$ cat config.mk
export PLATFORM = sky130hd
export DESIGN_NAME = calculatorCore
export DESIGN_NICKNAME = d
export VERILOG_FILES = /design/src/logic/calcPkg.sv /design/src/logic/keypadDecoder.sv /design/src/logic/numberEntry.sv /design/src/logic/calcSequencer.sv /design/src/logic/calculatorCore.sv
export SDC_FILE = /design/constraint.sdc
export NUM_CORES = 1
export LEC_CHECK = 0
export ABC_CLOCK_PERIOD_IN_PS = 2750
export BUFFER_PORTS_ARGS = -buffer_cell sky130_fd_sc_hd__buf_2
export CAP_MARGIN = 20
export CORE_UTILIZATION = 42
export DETAILED_ROUTE_END_ITERATION = 10
export PLACE_DENSITY = 0.66
export SYNTH_ARGS = -nofsm -noshare
export SYNTH_HDL_FRONTEND = slang
export SYNTH_SLANG_ARGS = --single-unit
$ cat constraint.sdc
create_clock -name CLK50 -period 2.75 [get_ports CLK50]
set_input_delay 0.1375 -clock CLK50 [delete_from_list [all_inputs] [get_ports CLK50]]
set_output_delay 0.1375 -clock CLK50 [all_outputs]
set_load 0.05 [all_outputs]
$ cat src/logic/calcPkg.sv
package calcPkg;

	//////////////////////////////////////////////////
	// Widths
	//////////////////////////////////////////////////

	// Operand and result width of the processor
	localparam int NUM_WIDTH = 32;

	// 640x480 screen coordinates
	localparam int COORD_X_WIDTH = 10;
	localparam int COORD_Y_WIDTH = 9;

	// Displayed digit count
	localparam int COUNT_WIDTH = 4;

	// One decimal digit
	localparam int DIGIT_WIDTH = 4;

	//////////////////////////////////////////////////
	// Keys and operations
	//////////////////////////////////////////////////

	typedef enum logic [1:0] {kindDigit, kindOperator, kindEquals, kindClear} keyKind_t;

	// Order matches the operator column, top to bottom
	typedef enum logic [1:0] {opAdd, opSub, opMul, opDiv} opCode_t;

	typedef struct packed {
		keyKind_t kind;
		logic [DIGIT_WIDTH-1:0] digit;
		opCode_t op;
	} keyEvent_t;

	//////////////////////////////////////////////////
	// Number entry and processor port
	//////////////////////////////////////////////////

	typedef enum logic [1:0] {cmdAppend, cmdClear, cmdLoad} entryCmdKind_t;

	typedef struct packed {
		entryCmdKind_t kind;
		logic [DIGIT_WIDTH-1:0] digit;
	} entryCmd_t;

	// Register map of the arithmetic processor
	typedef enum logic [1:0] {slotOperandA = 2'd0, slotOpCode = 2'd1, slotOperandB = 2'd2} writeSlot_t;

	typedef struct packed {
		writeSlot_t addr;
		logic [NUM_WIDTH-1:0] data;
	} procWrite_t;

	// Sequencer states
	typedef enum logic [2:0] {stIdle, stOpWrite, stSecond, stRequest, stWait} calcState_t;

endpackage

$ cat src/logic/keypadDecoder.sv
module keypadDecoder import calcPkg::*; #(
	parameter int unsigned KEY_ORIGIN_X = 200,
	parameter int unsigned KEY_ORIGIN_Y = 120,
	parameter int unsigned KEY_SIZE = 40
) (
	input logic CLK50,
	input logic rstN,
	input logic click,
	input logic [COORD_X_WIDTH-1:0] clickX,
	input logic [COORD_Y_WIDTH-1:0] clickY,
	output logic keyValid,
	output keyEvent_t key
);

	// Grid position and extent in screen coordinates
	localparam int unsigned GRID_SPAN = 4 * KEY_SIZE;

	logic insideX;
	logic insideY;
	logic [1:0] row;
	logic [1:0] col;
	keyEvent_t cellKey;

	// Cell index along one axis, position already relative to origin
	function automatic logic [1:0] cellOf(input int unsigned rel, input int unsigned size);
		logic [1:0] idx;
		if (rel >= 3 * size)
			idx = 2'd3;
		else if (rel >= 2 * size)
			idx = 2'd2;
		else if (rel >= size)
			idx = 2'd1;
		else
			idx = 2'd0;
		return idx;
	endfunction

	// Fixed keypad layout
	function automatic keyEvent_t layoutKey(input logic [1:0] r, input logic [1:0] c);
		keyEvent_t k;
		k.kind = kindDigit;
		k.digit = '0;
		k.op = opAdd;
		if (c == 2'd3)
		begin
			// Right column holds the operators
			k.kind = kindOperator;
			k.op = opCode_t'(r);
		end
		else if (r == 2'd3)
		begin
			// Bottom row: clear, 0, equals
			case (c)
				2'd0: k.kind = kindClear;
				2'd1: k.digit = 4'd0;
				default: k.kind = kindEquals;
			endcase
		end
		else
			// 7 8 9 / 4 5 6 / 1 2 3
			k.digit = 4'd7 + {2'b00, c} - 4'd3 * {2'b00, r};
		return k;
	endfunction

	//////////////////////////////////////////////////
	// Hit test and lookup
	//////////////////////////////////////////////////

	always_comb
	begin
		insideX = (clickX >= KEY_ORIGIN_X) && (clickX < KEY_ORIGIN_X + GRID_SPAN);
		insideY = (clickY >= KEY_ORIGIN_Y) && (clickY < KEY_ORIGIN_Y + GRID_SPAN);
		// Only meaningful when inside the grid
		col = cellOf(int'(clickX) - KEY_ORIGIN_X, KEY_SIZE);
		row = cellOf(int'(clickY) - KEY_ORIGIN_Y, KEY_SIZE);
		cellKey = layoutKey(row, col);
	end

	// Strobe one cycle after the click
	always_ff @(posedge CLK50 or negedge rstN)
	begin
		if (!rstN)
			keyValid <= 1'b0;
		else
			keyValid <= click && insideX && insideY;
	end

	// Key payload, held until the next click
	always_ff @(posedge CLK50)
	begin
		if (click)
			key <= cellKey;
	end

endmodule

$ cat src/logic/numberEntry.sv
module numberEntry import calcPkg::*; #(
	parameter int unsigned MAX_DIGITS = 8
) (
	input logic CLK50,
	input logic rstN,
	input logic cmdValid,
	input entryCmd_t cmd,
	input logic [NUM_WIDTH-1:0] resultData,
	output logic [NUM_WIDTH-1:0] value,
	output logic [COUNT_WIDTH-1:0] digitCount
);

	// Digit limit in count width
	localparam logic [COUNT_WIDTH-1:0] DIGIT_LIMIT = COUNT_WIDTH'(MAX_DIGITS);

	// Shown number is a loaded result
	logic fresh;

	logic [NUM_WIDTH-1:0] digitExt;
	logic [NUM_WIDTH-1:0] shifted;
	logic canAppend;

	//////////////////////////////////////////////////
	// Decimal shift
	//////////////////////////////////////////////////

	always_comb
	begin
		digitExt = NUM_WIDTH'(cmd.digit);
		// value * 10 as 8x + 2x
		shifted = (value << 3) + (value << 1) + digitExt;
		canAppend = digitCount < DIGIT_LIMIT;
	end

	//////////////////////////////////////////////////
	// Number register
	//////////////////////////////////////////////////

	always_ff @(posedge CLK50 or negedge rstN)
	begin
		if (!rstN)
		begin
			value <= '0;
			digitCount <= '0;
			fresh <= 1'b0;
		end
		else if (cmdValid)
		begin
			unique case (cmd.kind)
				cmdAppend:
				begin
					if (fresh)
					begin
						// New number replaces the result
						value <= digitExt;
						digitCount <= COUNT_WIDTH'(1);
						fresh <= 1'b0;
					end
					else if (canAppend)
					begin
						value <= shifted;
						digitCount <= digitCount + 1'b1;
					end
					// Digits past the limit dropped
				end
				cmdClear:
				begin
					value <= '0;
					digitCount <= '0;
					fresh <= 1'b0;
				end
				cmdLoad:
				begin
					// Result has no typed digits
					value <= resultData;
					digitCount <= '0;
					fresh <= 1'b1;
				end
			endcase
		end
	end

endmodule

$ cat src/logic/calcSequencer.sv
module calcSequencer import calcPkg::*; (
	input logic CLK50,
	input logic rstN,
	input logic keyValid,
	input keyEvent_t key,
	input logic [NUM_WIDTH-1:0] value,
	input logic resultValid,
	output logic cmdValid,
	output entryCmd_t cmd,
	output logic wrValid,
	output procWrite_t wr,
	output logic resultReq,
	output logic busy
);

	calcState_t state;
	calcState_t stateNext;

	// Operation waiting for its opcode write
	opCode_t pendingOp;
	opCode_t pendingOpNext;

	logic cmdValidNext;
	entryCmd_t cmdNext;
	logic wrValidNext;
	procWrite_t wrNext;
	logic resultReqNext;

	logic isDigit;
	logic isClear;

	//////////////////////////////////////////////////
	// Next state and outputs
	//////////////////////////////////////////////////

	always_comb
	begin
		isDigit = keyValid && (key.kind == kindDigit);
		isClear = keyValid && (key.kind == kindClear);

		stateNext = state;
		pendingOpNext = pendingOp;
		cmdValidNext = 1'b0;
		cmdNext.kind = cmdAppend;
		cmdNext.digit = key.digit;
		wrValidNext = 1'b0;
		wrNext.addr = slotOperandA;
		wrNext.data = value;
		resultReqNext = 1'b0;

		unique case (state)
			stIdle, stSecond:
			begin
				if (isDigit)
					cmdValidNext = 1'b1;
				else if (isClear)
				begin
					cmdValidNext = 1'b1;
					cmdNext.kind = cmdClear;
					stateNext = stIdle;
				end
				else if (keyValid && key.kind == kindOperator && state == stIdle)
				begin
					// Shown number becomes operand A
					wrValidNext = 1'b1;
					pendingOpNext = key.op;
					stateNext = stOpWrite;
				end
				else if (keyValid && key.kind == kindEquals && state == stSecond)
				begin
					wrValidNext = 1'b1;
					wrNext.addr = slotOperandB;
					stateNext = stRequest;
				end
				// Equals without operator ignored
			end
			stOpWrite:
			begin
				// Opcode write plus display clear
				wrValidNext = 1'b1;
				wrNext.addr = slotOpCode;
				wrNext.data = NUM_WIDTH'(pendingOp);
				cmdValidNext = 1'b1;
				cmdNext.kind = cmdClear;
				stateNext = isClear ? stIdle : stSecond;
			end
			stRequest:
			begin
				resultReqNext = 1'b1;
				stateNext = stWait;
			end
			stWait:
			begin
				// Keys dropped until the answer
				if (resultValid)
				begin
					cmdValidNext = 1'b1;
					cmdNext.kind = cmdLoad;
					stateNext = stIdle;
				end
			end
			default:
			begin
				stateNext = stIdle;
			end
		endcase
	end

	//////////////////////////////////////////////////
	// Registers
	//////////////////////////////////////////////////

	always_ff @(posedge CLK50 or negedge rstN)
	begin
		if (!rstN)
		begin
			state <= stIdle;
			pendingOp <= opAdd;
			cmdValid <= 1'b0;
			wrValid <= 1'b0;
			resultReq <= 1'b0;
		end
		else
		begin
			state <= stateNext;
			pendingOp <= pendingOpNext;
			cmdValid <= cmdValidNext;
			wrValid <= wrValidNext;
			resultReq <= resultReqNext;
		end
	end

	// Payloads qualified by their strobes
	always_ff @(posedge CLK50)
	begin
		cmd <= cmdNext;
		wr <= wrNext;
	end

	// Waiting on the processor
	assign busy = (state == stWait);

endmodule

$ cat src/logic/calculatorCore.sv
module calculatorCore import calcPkg::*; #(
	parameter int unsigned KEY_ORIGIN_X = 200,
	parameter int unsigned KEY_ORIGIN_Y = 120,
	parameter int unsigned KEY_SIZE = 40,
	parameter int unsigned MAX_DIGITS = 8
) (
	input logic CLK50,
	input logic rstN,
	input logic click,
	input logic [COORD_X_WIDTH-1:0] clickX,
	input logic [COORD_Y_WIDTH-1:0] clickY,
	input logic resultValid,
	input logic [NUM_WIDTH-1:0] resultData,
	output logic wrValid,
	output procWrite_t wr,
	output logic resultReq,
	output logic busy,
	output logic [NUM_WIDTH-1:0] value,
	output logic [COUNT_WIDTH-1:0] digitCount
);

	// Decoder to sequencer
	logic keyValid;
	keyEvent_t key;

	// Sequencer to number entry
	logic cmdValid;
	entryCmd_t cmd;

	//////////////////////////////////////////////////
	// Click to key
	//////////////////////////////////////////////////

	keypadDecoder #(
		.KEY_ORIGIN_X(KEY_ORIGIN_X),
		.KEY_ORIGIN_Y(KEY_ORIGIN_Y),
		.KEY_SIZE(KEY_SIZE)
	) u_keypadDecoder (
		.CLK50(CLK50),
		.rstN(rstN),
		.click(click),
		.clickX(clickX),
		.clickY(clickY),
		.keyValid(keyValid),
		.key(key)
	);

	// Key routing and processor handshake
	calcSequencer u_calcSequencer (
		.CLK50(CLK50),
		.rstN(rstN),
		.keyValid(keyValid),
		.key(key),
		.value(value),
		.resultValid(resultValid),
		.cmdValid(cmdValid),
		.cmd(cmd),
		.wrValid(wrValid),
		.wr(wr),
		.resultReq(resultReq),
		.busy(busy)
	);

	// Displayed number
	numberEntry #(
		.MAX_DIGITS(MAX_DIGITS)
	) u_numberEntry (
		.CLK50(CLK50),
		.rstN(rstN),
		.cmdValid(cmdValid),
		.cmd(cmd),
		.resultData(resultData),
		.value(value),
		.digitCount(digitCount)
	);

endmodule

==> flow_summary.json <==
{
  "status": "complete, no violations",
  "hold-worst-slack_ns": 0.0422,
  "seq_area_frac_synth_pct": 36.2,
  "grt-ovfl-total": 0,
  "grt_pass1_vias": 5241,
  "synth_fp_nets": 787,
  "endpoint": "u_numberEntry.value[28]$_DFFE_PN0P_",
  "ys_top_cells_by_area": "dfrtp_1 19%, ha_1 15%, dfxtp_1 13%",
  "yosysWarnings": 0,
  "max_freq_mhz": 364,
  "reg2regPathDepth": 10,
  "synthTopCellsByCount": "72 x ha_1, 60 x nor2_1, 57 x a21oi_1",
  "yosys_register_bits": 94,
  "rsz0062_at_grt": "yes",
  "maxCapViolCount": 0,
  "cts_sinks": 94,
  "ys_types": 63,
  "slew_viol_final": 0,
  "cts.path.max_buffers": 2,
  "synth_top_cell_by_area": "dfrtp_1",
  "finalHoldViolations": 0,
  "min_path_type": "input pin to register",
  "vias": 5543,
  "cts_tree": "built",
  "dp_hpwl_mm": 12.0,
  "detail-route-antenna-nets": 0,
  "synth_ff_type": "dfrtp_1",
  "synthAdderAreaFrac_pct": 16.2,
  "design_area_sq_um": 7710,
  "cts_root_buffer": "clkbuf_16",
  "start_util_pct": 43.3,
  "synthMuxAreaShare_pct": 1.42,
  "num_rows": 43,
  "drive_gt1_share_pct": 30.6,
  "place_congestion": 0.872,
  "h-tree-depth": 3,
  "grt_first_pass_wirelength_mm": 25.2,
  "drt_wl_total_mm": 15.8,
  "ios": 128,
  "area_growth_pct": 27.2,
  "finalSetupViolCount": 0,
  "synth_top_family_by_area": "compound AO/OA/AOI/OAI gates",
  "drt_iter0_drc": 326,
  "worstSetupPathType": "register to register",
  "synthArstFlopShare_pct": 48.9,
  "synthXorXnorAreaFrac_pct": 5.35,
  "postLayoutCoreUtil_pct": 55.1,
  "synth-compound-area-share_pct": 20.3,
  "nets": 953,
  "via_per_inst": 5.50,
  "tightest_slew_ns": 0.672,
  "die_h_microns": 122,
  "diodes": 0,
  "postPlaceCellArea_sq_um": 7270,
  "synth_simple_gate_area_share_pct": 17.5,
  "core-area_sq_um": 14000,
  "synthCells": 656,
  "ff2ff_setup_slack_ns": 0.002,
  "fin_crit_ns": 2.75,
  "firstDrtPassIters": 5,
  "synth_area_sq_um": 6060,
  "dieWidth_microns": 122,
  "grt_util_all_layers_pct": 21.4,
  "synth.top_cell.area_share_pct": 19.0,
  "wl_per_cell_microns": 15.7,
  "yosysMostFrequentCell": "ha_1",
  "timing.rr.start": "u_numberEntry.value[9]$_DFFE_PN0P_",
  "clock_latency_ns": 0.35,
  "syn_avg_cell_area_sq_um": 9.24,
  "crit_fanout": 5,
  "finalCritPeriodShare_pct": 99.9,
  "antenna_found_initial": 0,
  "die_area_sq_um": 14900,
  "grt_max_degree": 29,
  "crit_required_ns": 2.99,
  "relSlewSlack_pct": 55.1,
  "cp.arrival_ns": 2.98,
  "drc_errors": 0,
  "rr_endpoint": "u_numberEntry.value[28]$_DFFE_PN0P_",
  "start_kind": "register",
  "cts_buffers": 9,
  "cts.clk_slew.worst_paths_ns": 0.07,
  "portBuffers": 127,
  "cp-startpoint": "u_numberEntry.value[9]$_DFFE_PN0P_",
  "worst_clock_skew_ns": 0.00601,
  "synth-edff-count": 8,
  "cp-end-kind": "register"
}
-- registers in the layout, summed over array words and instances, names as in the netlist --
register / cells
u_keypadDecoder.keyValid: 1
u_calcSequencer.state: 3
u_calcSequencer.cmdValid: 1
u_calcSequencer.wrValid: 1
u_keypadDecoder.key: 8
u_numberEntry.fresh: 1
u_calcSequencer.resultReq: 1
u_numberEntry.value: 32
u_numberEntry.digitCount: 4
u_calcSequencer.wr: 34
u_calcSequencer.cmd: 6
u_calcSequencer.pendingOp: 2
-- final cells by class --
| class | instances | area, sq um |
|---|---|---|
| Clock buffer | 12 | 236 |
| Clock inverter | 4 | 47.5 |
| Fill cell | 1297 | 6280 |
| Inverter | 21 | 78.8 |
| Multi-Input combinational cell | 512 | 3830 |
| Sequential cell | 94 | 2210 |
| Tap cell | 180 | 225 |
| Timing Repair Buffer | 184 | 1080 |
-- cells in the final DEF, fill, tap and decap left out, types with 9 or more instances in the layout --
cell type | netlist | final
buf_2 | 0 | 127
ha_1 | 72 | 66
nor2_1 | 60 | 58
a21oi_1 | 57 | 54
buf_4 | 0 | 54
dfxtp_1 | 40 | 40
nand2_1 | 39 | 38
nor2b_1 | 34 | 34
dfrtp_1 | 46 | 34
o21ai_0 | 29 | 27
inv_1 | 21 | 21
xnor2_1 | 20 | 20
xor2_1 | 17 | 16
nand3_1 | 13 | 13
a21o_1 | 13 | 13
and3_1 | 12 | 12
dfrtp_2 | 0 | 12
a221oi_1 | 11 | 10
clkbuf_16 | 0 | 9
-- per-stage QoR --
stage	setup WS [ns]	TNS, ns	cells
2_1_floorplan	-0.0327	-0.0327	656
3_3_place_gp	-0.00979	-0.0183	985
3_5_place_dp	-0.247	-0.612	986
4_1_cts	-0.00672	-0.00672	1003
5_1_grt	-0.116	-0.328	1007
6_report	0.00169	0	1007
-- critical path, stage by stage, from the launching register on --
cell and delay (ns):
dfrtp_2 0.44, ha_1 0.32, ha_4 0.27, a21o_1 0.21, a221o_1 0.39, a31o_4 0.24, a31oi_4 0.21, o31ai_2 0.10
xor2_1 0.16, a221oi_2 0.23, nor2_1 0.06
-- logic make-up (layout without fill, tap and decap cells) --
kind of cell	after synthesis	in the layout
flops	94	94
xor+xnor	37	37
fa+ha+maj	76	76
compound gates	184	184
mux	8	8
simple gates	207	207
buf+inv	50	221
-- timing repair --
action	CTS	global route
resized for setup	3	20
hold buffers	1	0
endpoints found under the setup margin	3	19
hold endpoints to repair	20	0
pin swaps	1	6
setup buffers	0	4
-- metal layers --
layer | part of all wire (%) | global-route usage (%)
met4 | 1.8 | 6.17
met5 | 0 | 0
met3 | 5.2 | 3.56
met2 | 47 | 35.5
met1 | 46 | 28.6
-- how the worst min path moves through the flow --
stage / startpoint / to / depth (start not counted) / slack [ns]
final: resultData[14] / u_numberEntry.value[14]$_DFFE_PN0P_ / 3 / 0.04
after CTS: resultData[5] / u_numberEntry.value[5]$_DFFE_PN0P_ / 3 / 0.04
after detailed placement: rstN / u_numberEntry.value[17]$_DFFE_PN0P_ / 1 / 0.15
after global placement: u_keypadDecoder.key[3]$_SDFFCE_PP0P_ / u_calcSequencer.cmd[1]$_DFF_P_ / 0 / 0.33
after floorplan: rstN / u_calcSequencer.cmdValid$_DFF_PN0_ / 0 / -0.16
after global routing: resultData[14] / u_numberEntry.value[14]$_DFFE_PN0P_ / 3 / 0.06
Power is left out: the tool's default activity adds up to more than one toggle a clock period on the data nets, which glitch-free logic cannot reach.
